**src/verilog/lcd_pkg.sv**
```systemverilog
`default_nettype none

package lcd_pkg;

    // Clock cycles spent on each pixel slot
    localparam int unsigned phase_count = 16;
    localparam int unsigned phase_w = 4;

    // Panel is driven at 6 bits per channel
    localparam int unsigned color_w = 6;
    localparam logic [color_w-1:0] color_max = '1;

    // Counter widths cover the default 507 x 112 total geometry
    localparam int unsigned x_w = 9;
    localparam int unsigned y_w = 7;

    typedef enum logic [1:0] {
        PAT_OFF  = 2'd0, // All black
        PAT_BOX  = 2'd1, // White rectangle on black
        PAT_BARS = 2'd2, // Eight colour bars of 8 columns each
        PAT_GRAD = 2'd3  // Red follows column and green follows row
    } pattern_mode_e;

endpackage

`default_nettype wire

```
**src/verilog/lcd_timing.sv**
```systemverilog
`timescale 1ns/10ps
`default_nettype none

module lcd_timing #(
    parameter int unsigned h_active = 400,
    parameter int unsigned h_total  = 507,
    parameter int unsigned v_active = 96,
    parameter int unsigned v_total  = 112
) (
    input  wire logic                         clk,
    input  wire logic                         rst,
    output logic      [lcd_pkg::x_w-1:0]      x_o,
    output logic      [lcd_pkg::y_w-1:0]      y_o,
    output logic                              active_o,
    output logic                              hsync_o,
    output logic                              vsync_o,
    output logic                              pop_o,
    output logic                              latch_o,
    output logic      [lcd_pkg::phase_w-1:0]  phase_o
);

    import lcd_pkg::*;

    // Strobes are registered, so each decode looks one phase ahead
    localparam logic [phase_w-1:0] ph_last   = phase_w'(phase_count - 1);
    localparam logic [phase_w-1:0] ph_pop    = phase_w'(phase_count - 1);
    localparam logic [phase_w-1:0] ph_latch  = phase_w'(phase_count - 2);
    localparam logic [phase_w-1:0] ph_step_y = phase_w'(phase_count - 3);
    localparam logic [phase_w-1:0] ph_step_x = phase_w'(phase_count - 4);

    localparam logic [x_w-1:0] x_last = x_w'(h_total - 1);
    localparam logic [x_w-1:0] x_act  = x_w'(h_active);
    localparam logic [y_w-1:0] y_last = y_w'(v_total - 1);
    localparam logic [y_w-1:0] y_act  = y_w'(v_active);

    logic [phase_w-1:0] phase_q;
    logic               step_x_q;
    logic               step_y_q;
    logic               latch_q;
    logic               pop_q;
    logic [x_w-1:0]     x_q;
    logic [y_w-1:0]     y_q;

    always_ff @(posedge clk) begin
        if (rst) begin
            phase_q <= '0;
        end else if (phase_q == ph_last) begin
            phase_q <= '0;
        end else begin
            phase_q <= phase_q + 1'b1;
        end
    end

    always_ff @(posedge clk) begin
        if (rst) begin
            step_x_q <= 1'b0;
            step_y_q <= 1'b0;
            latch_q  <= 1'b0;
            pop_q    <= 1'b0;
        end else begin
            step_x_q <= (phase_q == ph_step_x);
            step_y_q <= (phase_q == ph_step_y);
            latch_q  <= (phase_q == ph_latch);
            pop_q    <= (phase_q == ph_pop);
        end
    end

    // Start in blanking so the first frame is not a partial one
    always_ff @(posedge clk) begin
        if (rst) begin
            x_q <= x_act;
        end else if (step_x_q) begin
            x_q <= (x_q == x_last) ? '0 : x_q + 1'b1;
        end
    end

    always_ff @(posedge clk) begin
        if (rst) begin
            y_q <= y_act;
        end else if (step_y_q && x_q == '0) begin // Column wrapped one cycle earlier
            y_q <= (y_q == y_last) ? '0 : y_q + 1'b1;
        end
    end

    assign x_o      = x_q;
    assign y_o      = y_q;
    assign active_o = (x_q < x_act) && (y_q < y_act);
    assign hsync_o  = (x_q == x_act);
    assign vsync_o  = (y_q == y_act);
    assign pop_o    = pop_q;
    assign latch_o  = latch_q;
    assign phase_o  = phase_q;

    a_pop_latch_apart: assert property (@(posedge clk) disable iff (rst)
        !(pop_q && latch_q));

    a_pos_in_frame: assert property (@(posedge clk) disable iff (rst)
        (x_q <= x_last) && (y_q <= y_last));

endmodule

`default_nettype wire

```
**src/verilog/pattern_gen.sv**
```systemverilog
`timescale 1ns/10ps
`default_nettype none

module pattern_gen #(
    parameter int unsigned box_x0 = 20,
    parameter int unsigned box_x1 = 30,
    parameter int unsigned box_y0 = 10,
    parameter int unsigned box_y1 = 30
) (
    input  wire logic                           clk,
    input  wire logic                           rst,
    input  wire logic   [lcd_pkg::x_w-1:0]      x_i,
    input  wire logic   [lcd_pkg::y_w-1:0]      y_i,
    input  wire logic                           pop_i,
    input  wire lcd_pkg::pattern_mode_e         mode_i,
    output logic        [lcd_pkg::color_w-1:0]  r_o,
    output logic        [lcd_pkg::color_w-1:0]  g_o,
    output logic        [lcd_pkg::color_w-1:0]  b_o,
    output logic                                ack_o
);

    import lcd_pkg::*;

    localparam logic [x_w-1:0] bx0 = x_w'(box_x0);
    localparam logic [x_w-1:0] bx1 = x_w'(box_x1);
    localparam logic [y_w-1:0] by0 = y_w'(box_y0);
    localparam logic [y_w-1:0] by1 = y_w'(box_y1);

    logic               in_box;
    logic [2:0]         bar_idx;
    logic [color_w-1:0] r_d;
    logic [color_w-1:0] g_d;
    logic [color_w-1:0] b_d;
    logic [color_w-1:0] r_q;
    logic [color_w-1:0] g_q;
    logic [color_w-1:0] b_q;
    logic               ack_q;

    // Box edges are exclusive on the low side, inclusive on the high side
    assign in_box  = (x_i > bx0) && (x_i <= bx1) && (y_i > by0) && (y_i <= by1);
    assign bar_idx = x_i[5:3];

    always_comb begin
        r_d = '0;
        g_d = '0;
        b_d = '0;
        case (mode_i)
            PAT_BOX: begin
                if (in_box) begin
                    r_d = color_max;
                    g_d = color_max;
                    b_d = color_max;
                end
            end
            PAT_BARS: begin
                r_d = bar_idx[2] ? color_max : '0;
                g_d = bar_idx[1] ? color_max : '0;
                b_d = bar_idx[0] ? color_max : '0;
            end
            PAT_GRAD: begin
                r_d = x_i[color_w-1:0]; // Wraps every 64 columns
                g_d = y_i[color_w-1:0];
            end
            default: ;
        endcase
    end

    always_ff @(posedge clk) begin
        if (pop_i) begin
            r_q <= r_d;
            g_q <= g_d;
            b_q <= b_d;
        end
    end

    always_ff @(posedge clk) begin
        if (rst) begin
            ack_q <= 1'b0;
        end else begin
            ack_q <= pop_i;
        end
    end

    assign r_o   = r_q;
    assign g_o   = g_q;
    assign b_o   = b_q;
    assign ack_o = ack_q;

    a_ack_follows_pop: assert property (@(posedge clk) disable iff (rst)
        pop_i |=> ack_o ##1 !ack_o);

endmodule

`default_nettype wire

```
**src/verilog/lcd_pixel_out.sv**
```systemverilog
`timescale 1ns/10ps
`default_nettype none

module lcd_pixel_out (
    input  wire logic                           clk,
    input  wire logic                           rst,
    input  wire logic                           pop_i,
    input  wire logic                           ack_i,
    input  wire logic                           latch_i,
    input  wire logic   [lcd_pkg::phase_w-1:0]  phase_i,
    input  wire logic                           active_i,
    input  wire logic                           hsync_i,
    input  wire logic                           vsync_i,
    input  wire logic   [lcd_pkg::color_w-1:0]  r_i,
    input  wire logic   [lcd_pkg::color_w-1:0]  g_i,
    input  wire logic   [lcd_pkg::color_w-1:0]  b_i,
    output logic        [lcd_pkg::color_w-1:0]  lcd_r_o,
    output logic        [lcd_pkg::color_w-1:0]  lcd_g_o,
    output logic        [lcd_pkg::color_w-1:0]  lcd_b_o,
    output logic                                lcd_hsync_o,
    output logic                                lcd_vsync_o,
    output logic                                lcd_de_o,
    output logic                                lcd_nclk_o
);

    import lcd_pkg::*;

    logic               req_q;
    logic               pend_active_q;
    logic               pend_hsync_q;
    logic               pend_vsync_q;
    logic [color_w-1:0] pend_r_q;
    logic [color_w-1:0] pend_g_q;
    logic [color_w-1:0] pend_b_q;
    logic [phase_w-1:0] phase_next;

    // Request stays outstanding from pop until its ack
    always_ff @(posedge clk) begin
        if (rst) begin
            req_q <= 1'b0;
        end else if (pop_i) begin
            req_q <= 1'b1;
        end else if (ack_i) begin
            req_q <= 1'b0;
        end
    end

    always_ff @(posedge clk) begin
        if (rst) begin
            pend_active_q <= 1'b0;
            pend_hsync_q  <= 1'b0;
            pend_vsync_q  <= 1'b0;
            pend_r_q      <= '0;
            pend_g_q      <= '0;
            pend_b_q      <= '0;
        end else begin
            if (pop_i) begin
                pend_active_q <= active_i;
                pend_hsync_q  <= hsync_i;
                pend_vsync_q  <= vsync_i;
            end
            if (ack_i) begin
                pend_r_q <= pend_active_q ? r_i : '0; // Blanking is always black
                pend_g_q <= pend_active_q ? g_i : '0;
                pend_b_q <= pend_active_q ? b_i : '0;
            end
        end
    end

    always_ff @(posedge clk) begin
        if (rst) begin
            lcd_r_o     <= '0;
            lcd_g_o     <= '0;
            lcd_b_o     <= '0;
            lcd_hsync_o <= 1'b1;
            lcd_vsync_o <= 1'b1;
            lcd_de_o    <= 1'b0;
        end else if (latch_i) begin
            lcd_r_o     <= pend_r_q;
            lcd_g_o     <= pend_g_q;
            lcd_b_o     <= pend_b_q;
            lcd_hsync_o <= !pend_hsync_q; // Panel syncs are active low
            lcd_vsync_o <= !pend_vsync_q;
            lcd_de_o    <= pend_active_q;
        end
    end

    // Registered from the following phase so it rises with the pins
    assign phase_next = phase_i + 1'b1;

    always_ff @(posedge clk) begin
        if (rst) begin
            lcd_nclk_o <= 1'b0;
        end else begin
            lcd_nclk_o <= !phase_next[phase_w-1];
        end
    end

    a_ack_has_req: assert property (@(posedge clk) disable iff (rst)
        ack_i |-> req_q);

endmodule

`default_nettype wire

```
**src/verilog/lcd_panel_top.sv**
```systemverilog
`timescale 1ns/10ps
`default_nettype none

module lcd_panel_top #(
    parameter int unsigned h_active = 400,
    parameter int unsigned h_total  = 507,
    parameter int unsigned v_active = 96,
    parameter int unsigned v_total  = 112,
    parameter int unsigned box_x0   = 20,
    parameter int unsigned box_x1   = 30,
    parameter int unsigned box_y0   = 10,
    parameter int unsigned box_y1   = 30
) (
    input  wire logic                           clk,
    input  wire logic                           rst,
    input  wire lcd_pkg::pattern_mode_e         mode_i,
    output logic        [lcd_pkg::color_w-1:0]  lcd_r_o,
    output logic        [lcd_pkg::color_w-1:0]  lcd_g_o,
    output logic        [lcd_pkg::color_w-1:0]  lcd_b_o,
    output logic                                lcd_hsync_o,
    output logic                                lcd_vsync_o,
    output logic                                lcd_de_o,
    output logic                                lcd_nclk_o
);

    import lcd_pkg::*;

    logic [x_w-1:0]     x;
    logic [y_w-1:0]     y;
    logic               active;
    logic               hsync;
    logic               vsync;
    logic               pop;
    logic               latch;
    logic [phase_w-1:0] phase;
    logic [color_w-1:0] r;
    logic [color_w-1:0] g;
    logic [color_w-1:0] b;
    logic               ack;

    lcd_timing #(
        .h_active (h_active),
        .h_total  (h_total),
        .v_active (v_active),
        .v_total  (v_total)
    ) i_timing (
        .clk      (clk),
        .rst      (rst),
        .x_o      (x),
        .y_o      (y),
        .active_o (active),
        .hsync_o  (hsync),
        .vsync_o  (vsync),
        .pop_o    (pop),
        .latch_o  (latch),
        .phase_o  (phase)
    );

    pattern_gen #(
        .box_x0 (box_x0),
        .box_x1 (box_x1),
        .box_y0 (box_y0),
        .box_y1 (box_y1)
    ) i_pattern (
        .clk    (clk),
        .rst    (rst),
        .x_i    (x),
        .y_i    (y),
        .pop_i  (pop),
        .mode_i (mode_i),
        .r_o    (r),
        .g_o    (g),
        .b_o    (b),
        .ack_o  (ack)
    );

    lcd_pixel_out i_pixel_out (
        .clk         (clk),
        .rst         (rst),
        .pop_i       (pop),
        .ack_i       (ack),
        .latch_i     (latch),
        .phase_i     (phase),
        .active_i    (active),
        .hsync_i     (hsync),
        .vsync_i     (vsync),
        .r_i         (r),
        .g_i         (g),
        .b_i         (b),
        .lcd_r_o     (lcd_r_o),
        .lcd_g_o     (lcd_g_o),
        .lcd_b_o     (lcd_b_o),
        .lcd_hsync_o (lcd_hsync_o),
        .lcd_vsync_o (lcd_vsync_o),
        .lcd_de_o    (lcd_de_o),
        .lcd_nclk_o  (lcd_nclk_o)
    );

endmodule

`default_nettype wire

```
**config.mk**
```make
export PLATFORM = sky130hd
export DESIGN_NAME = lcd_panel_top
export DESIGN_NICKNAME = d
export VERILOG_FILES = /design/src/verilog/lcd_pkg.sv /design/src/verilog/lcd_timing.sv /design/src/verilog/pattern_gen.sv /design/src/verilog/lcd_pixel_out.sv /design/src/verilog/lcd_panel_top.sv
export SDC_FILE = /design/constraint.sdc
export NUM_CORES = 1
export LEC_CHECK = 0
export ABC_AREA = 1
export BUFFER_PORTS_ARGS = -buffer_cell sky130_fd_sc_hd__buf_2
export CAP_MARGIN = 25
export CORE_ASPECT_RATIO = 0.8
export CORE_MARGIN = 2
export CORE_UTILIZATION = 59
export CTS_CLUSTER_DIAMETER = 150
export DETAILED_ROUTE_END_ITERATION = 6
export PLACE_DENSITY = 0.78
export SYNTH_ARGS = -nofsm -noshare
export SYNTH_HDL_FRONTEND = slang
export SYNTH_SLANG_ARGS = --single-unit
```
**constraint.sdc**
```tcl
create_clock -name clk -period 1.65 [get_ports clk]
set_input_delay 0.165 -clock clk [delete_from_list [all_inputs] [get_ports clk]]
set_output_delay 0.165 -clock clk [all_outputs]
set_load 0.02 [all_outputs]
```
==> flow_summary.json <==
{
  "cts_tree": "built",
  "critPathKind": "reg -> reg",
  "row_count": 24,
  "die_w_um": 86.8,
  "start_util_pct": 60.2,
  "track_usage_pct": 22.0,
  "start_kind": "flop",
  "vias": 2557,
  "worst_clock_skew_ns": 0.0101,
  "synth-warning-count": 0,
  "cpMaxStageDelayCell": "dfxtp_2",
  "grt_pass1_wl_um": 10600,
  "crit_chain": "inv_1 > ha_1 > inv_1 > nor2_1 > nand2_1 > nor2_1 > nor2_1 > nand3_2 > buf_6 > a21oi_1",
  "path_clk_slew_ns": 0.08,
  "min_period_over_period_pct": 89.8,
  "utilization_pct": 66.9,
  "slew_violations": 0,
  "cpMostUsedCell": "nor2_1",
  "first_global_vias": 2359,
  "fin_crit_ns": 1.48,
  "grt_max_degree": 29,
  "syn_area_per_cell_um2": 8.15,
  "wl_um": 5920,
  "cts_setup_buffers": 0,
  "tns_ns": 0,
  "leakage_nw": 1.48,
  "cts_sinks": 71,
  "endpoint_kind": "flop",
  "antenna_found_initial": 0,
  "synthesis.nets": 414,
  "yosys.cell_types.count": 27,
  "place.detailed.hpwl_um": 4220,
  "drive_above_1_share_pct": 20.3,
  "post-place-cells": 478,
  "place.gp.congestion": 0.862,
  "cp_max_fo": 13,
  "syn_area_um2": 3240,
  "hold_class": "in -> reg",
  "worst_pin_slew_ns": 0.478,
  "numPortBuffers": 25,
  "maxCapViolCount": 0,
  "io_pins": 26,
  "finalSetupViolations": 0,
  "dieArea_um2": 6100,
  "p_per_area_nw_per_um2": 848,
  "drcViolationCount": 0,
  "die_height_um": 70.3,
  "status": "completed",
  "critPathMaxStageDelay_ns": 0.34,
  "postRouteAntennaNets": 0,
  "cp.arrival_ns": 1.58,
  "grt_overflow": 0,
  "ctsRootBufferMaster": "clkbuf_8",
  "drt_pass1_iterations": 5,
  "num_antenna_cells": 0,
  "wire_per_inst_um": 12.0,
  "first_iter_violations": 163,
  "core_um2": 5380,
  "fin_cells": 494,
  "rsz0062_at_grt": "no",
  "ys_seq_elements": 71,
  "routed_via_density": 5.18,
  "synthToLayoutAreaGrowth_pct": 11.1,
  "cp_data_required_time_ns": 1.75,
  "synth_cells": 397,
  "fmax_ghz": 0.675,
  "htreeDepth": 3,
  "nets": 441,
  "clock_latency_ns": 0.35,
  "hold_viol": 0,
  "numCtsBuffers": 9,
  "peakVddDrop_uv": 668,
  "maxSlewHeadroom_pct": 68.1,
  "synth-seq-area-share_pct": 47.9,
  "cts_buffer_depth": 2
}
## layout make-up
class	instances	area [um2]
Multi-Input combinational cell	246	1360
Sequential cell	71	1560
Clock inverter	6	37.5
Tap cell	65	81.3
Fill cell	453	1780
Timing Repair Buffer	34	196
Inverter	62	233
Clock buffer	10	128
## where the power goes
group	switching, mW	leakage (nW)	internal [mW]
Combinational	0.0632	0.796	0.0331
Clock	0.639	0.0863	0.540
Sequential	0.00770	0.596	1.77
## worst paths after layout
path	startpoint	end	cells past startpoint	slack, ns
min reg2reg	i_pixel_out.pend_r_q[3]	i_pixel_out.lcd_r_o[3]	2	0.45
max reg2reg	i_timing.x_o[1]	i_pattern.g_o[4]	10	0.17
max	i_timing.x_o[1]	i_pattern.g_o[4]	10	0.17
min	rst	i_pixel_out.pend_r_q[5]	3	0.25
## what timing repair did
item | in CTS | in global routing
hold buffers | 0 | 0
setup endpoints to repair | 0 | 21
gates resized for setup | 0 | 6
## layer usage
metal  share of wire (%)  GRT usage (%)  up-vias
li1                    -              -     1336
met1                  49           29.1     1156
met2                  44           33.4       52
met3                 5.1           8.27       13
met4                 1.8           7.12        0
met5                   0              0        -
## per-stage QoR
stage / hold WS [ns] / cell area [um2] / setup WS [ns] / power [mW]
finish: 0.247 / 3590 / 0.169 / 3.05
CTS: 0.235 / 3580 / 0.0724 / 3.08
detailed placement: 0.435 / 3410 / 0.0919 / 1.91
global placement: 0.420 / 3410 / 0.150 / 1.91
floorplan: 0.265 / 3240 / 0.226 / 1.88
global route: 0.259 / 3590 / 0.0196 / 3.17
## layout by cell type (no fill, tap or decap)
cell	n
buf_2	25
nand2_1	39
nor2_1	37
dfxtp_2	2
xor2_1	6
a21oi_4	1
nand2_2	2
ha_1	13
nor2_4	1
clkbuf_8	9
or2_2	13
clkinv_4	1
clkinvlp_4	1
nand4_1	2
inv_1	58
a21oi_2	9
edfxtp_1	13
a21oi_1	39
clkinv_2	3
inv_4	1
nor2_2	2
buf_6	1
nor3b_1	2
nand3_2	3
dfxtp_1	55
dfxtp_4	1
nor3_1	6
o211ai_1	1
clkbuf_1	1
inv_2	4
xnor2_1	2
nand3_1	35
o21ai_0	33
buf_4	8
## cell usage after synthesis
| master | count | area [um2] |
|---|---|---|
| inv_1 | 58 | 218 |
| buf_1 | 1 | 3.75 |
| a21oi_2 | 9 | 78.8 |
| a21oi_4 | 1 | 16.3 |
| buf_4 | 5 | 37.5 |
| ha_1 | 13 | 163 |
| buf_6 | 1 | 11.3 |
| nand2_2 | 2 | 12.5 |
| or2_2 | 13 | 81.3 |
| o211ai_1 | 1 | 7.51 |
| nand2_1 | 39 | 146 |
| nor3b_1 | 2 | 15.0 |
| xnor2_1 | 2 | 17.5 |
| o21ai_0 | 33 | 165 |
| a21oi_1 | 39 | 195 |
| nor2_1 | 37 | 139 |
| nor3_1 | 6 | 30.0 |
| dfxtp_1 | 58 | 1160 |
| nand3_1 | 35 | 175 |
| nand3_2 | 3 | 30.0 |
| edfxtp_1 | 13 | 390 |
| nor2_2 | 3 | 18.8 |
| clkbuf_1 | 9 | 33.8 |
| xor2_1 | 6 | 52.6 |
| nand4_1 | 2 | 12.5 |
| buf_2 | 2 | 10.0 |
| inv_2 | 4 | 15.0 |
## critical path, delay by kind of cell, from the launching register on
family	cells	cell delay [ns]
AO/OA/AOI/OAI	1	0.08
adder cells (fa/ha/maj)	1	0.18
buffers and inverters	3	0.32
flip-flops	1	0.34
AND/OR/NAND/NOR	5	0.33
## flip-flops by register name, summed over array words and instances (netlist names), 4 cells and up
| register | flops |
|---|---|
| i_pixel_out.pend_r_q | 6 |
| i_timing.y_o | 7 |
| i_pixel_out.pend_g_q | 6 |
| i_timing.x_o | 9 |
| i_pixel_out.lcd_r_o | 6 |
| i_pattern.r_o | 6 |
| i_pixel_out.lcd_g_o | 6 |
| i_pattern.g_o | 6 |
| i_timing.phase_o | 4 |
## cells by family (layout without fill, tap and decap cells)
logic type / Yosys count / after routing / synth area share, %
buf+inv: 80 / 112 / 10.2
xor+xnor: 8 / 8 / 2.16
simple gates: 142 / 142 / 20.4
flops: 71 / 71 / 47.9
compound gates: 83 / 83 / 14.3
fa+ha+maj: 13 / 13 / 5.03
Power figures use the tool's default switching activity.
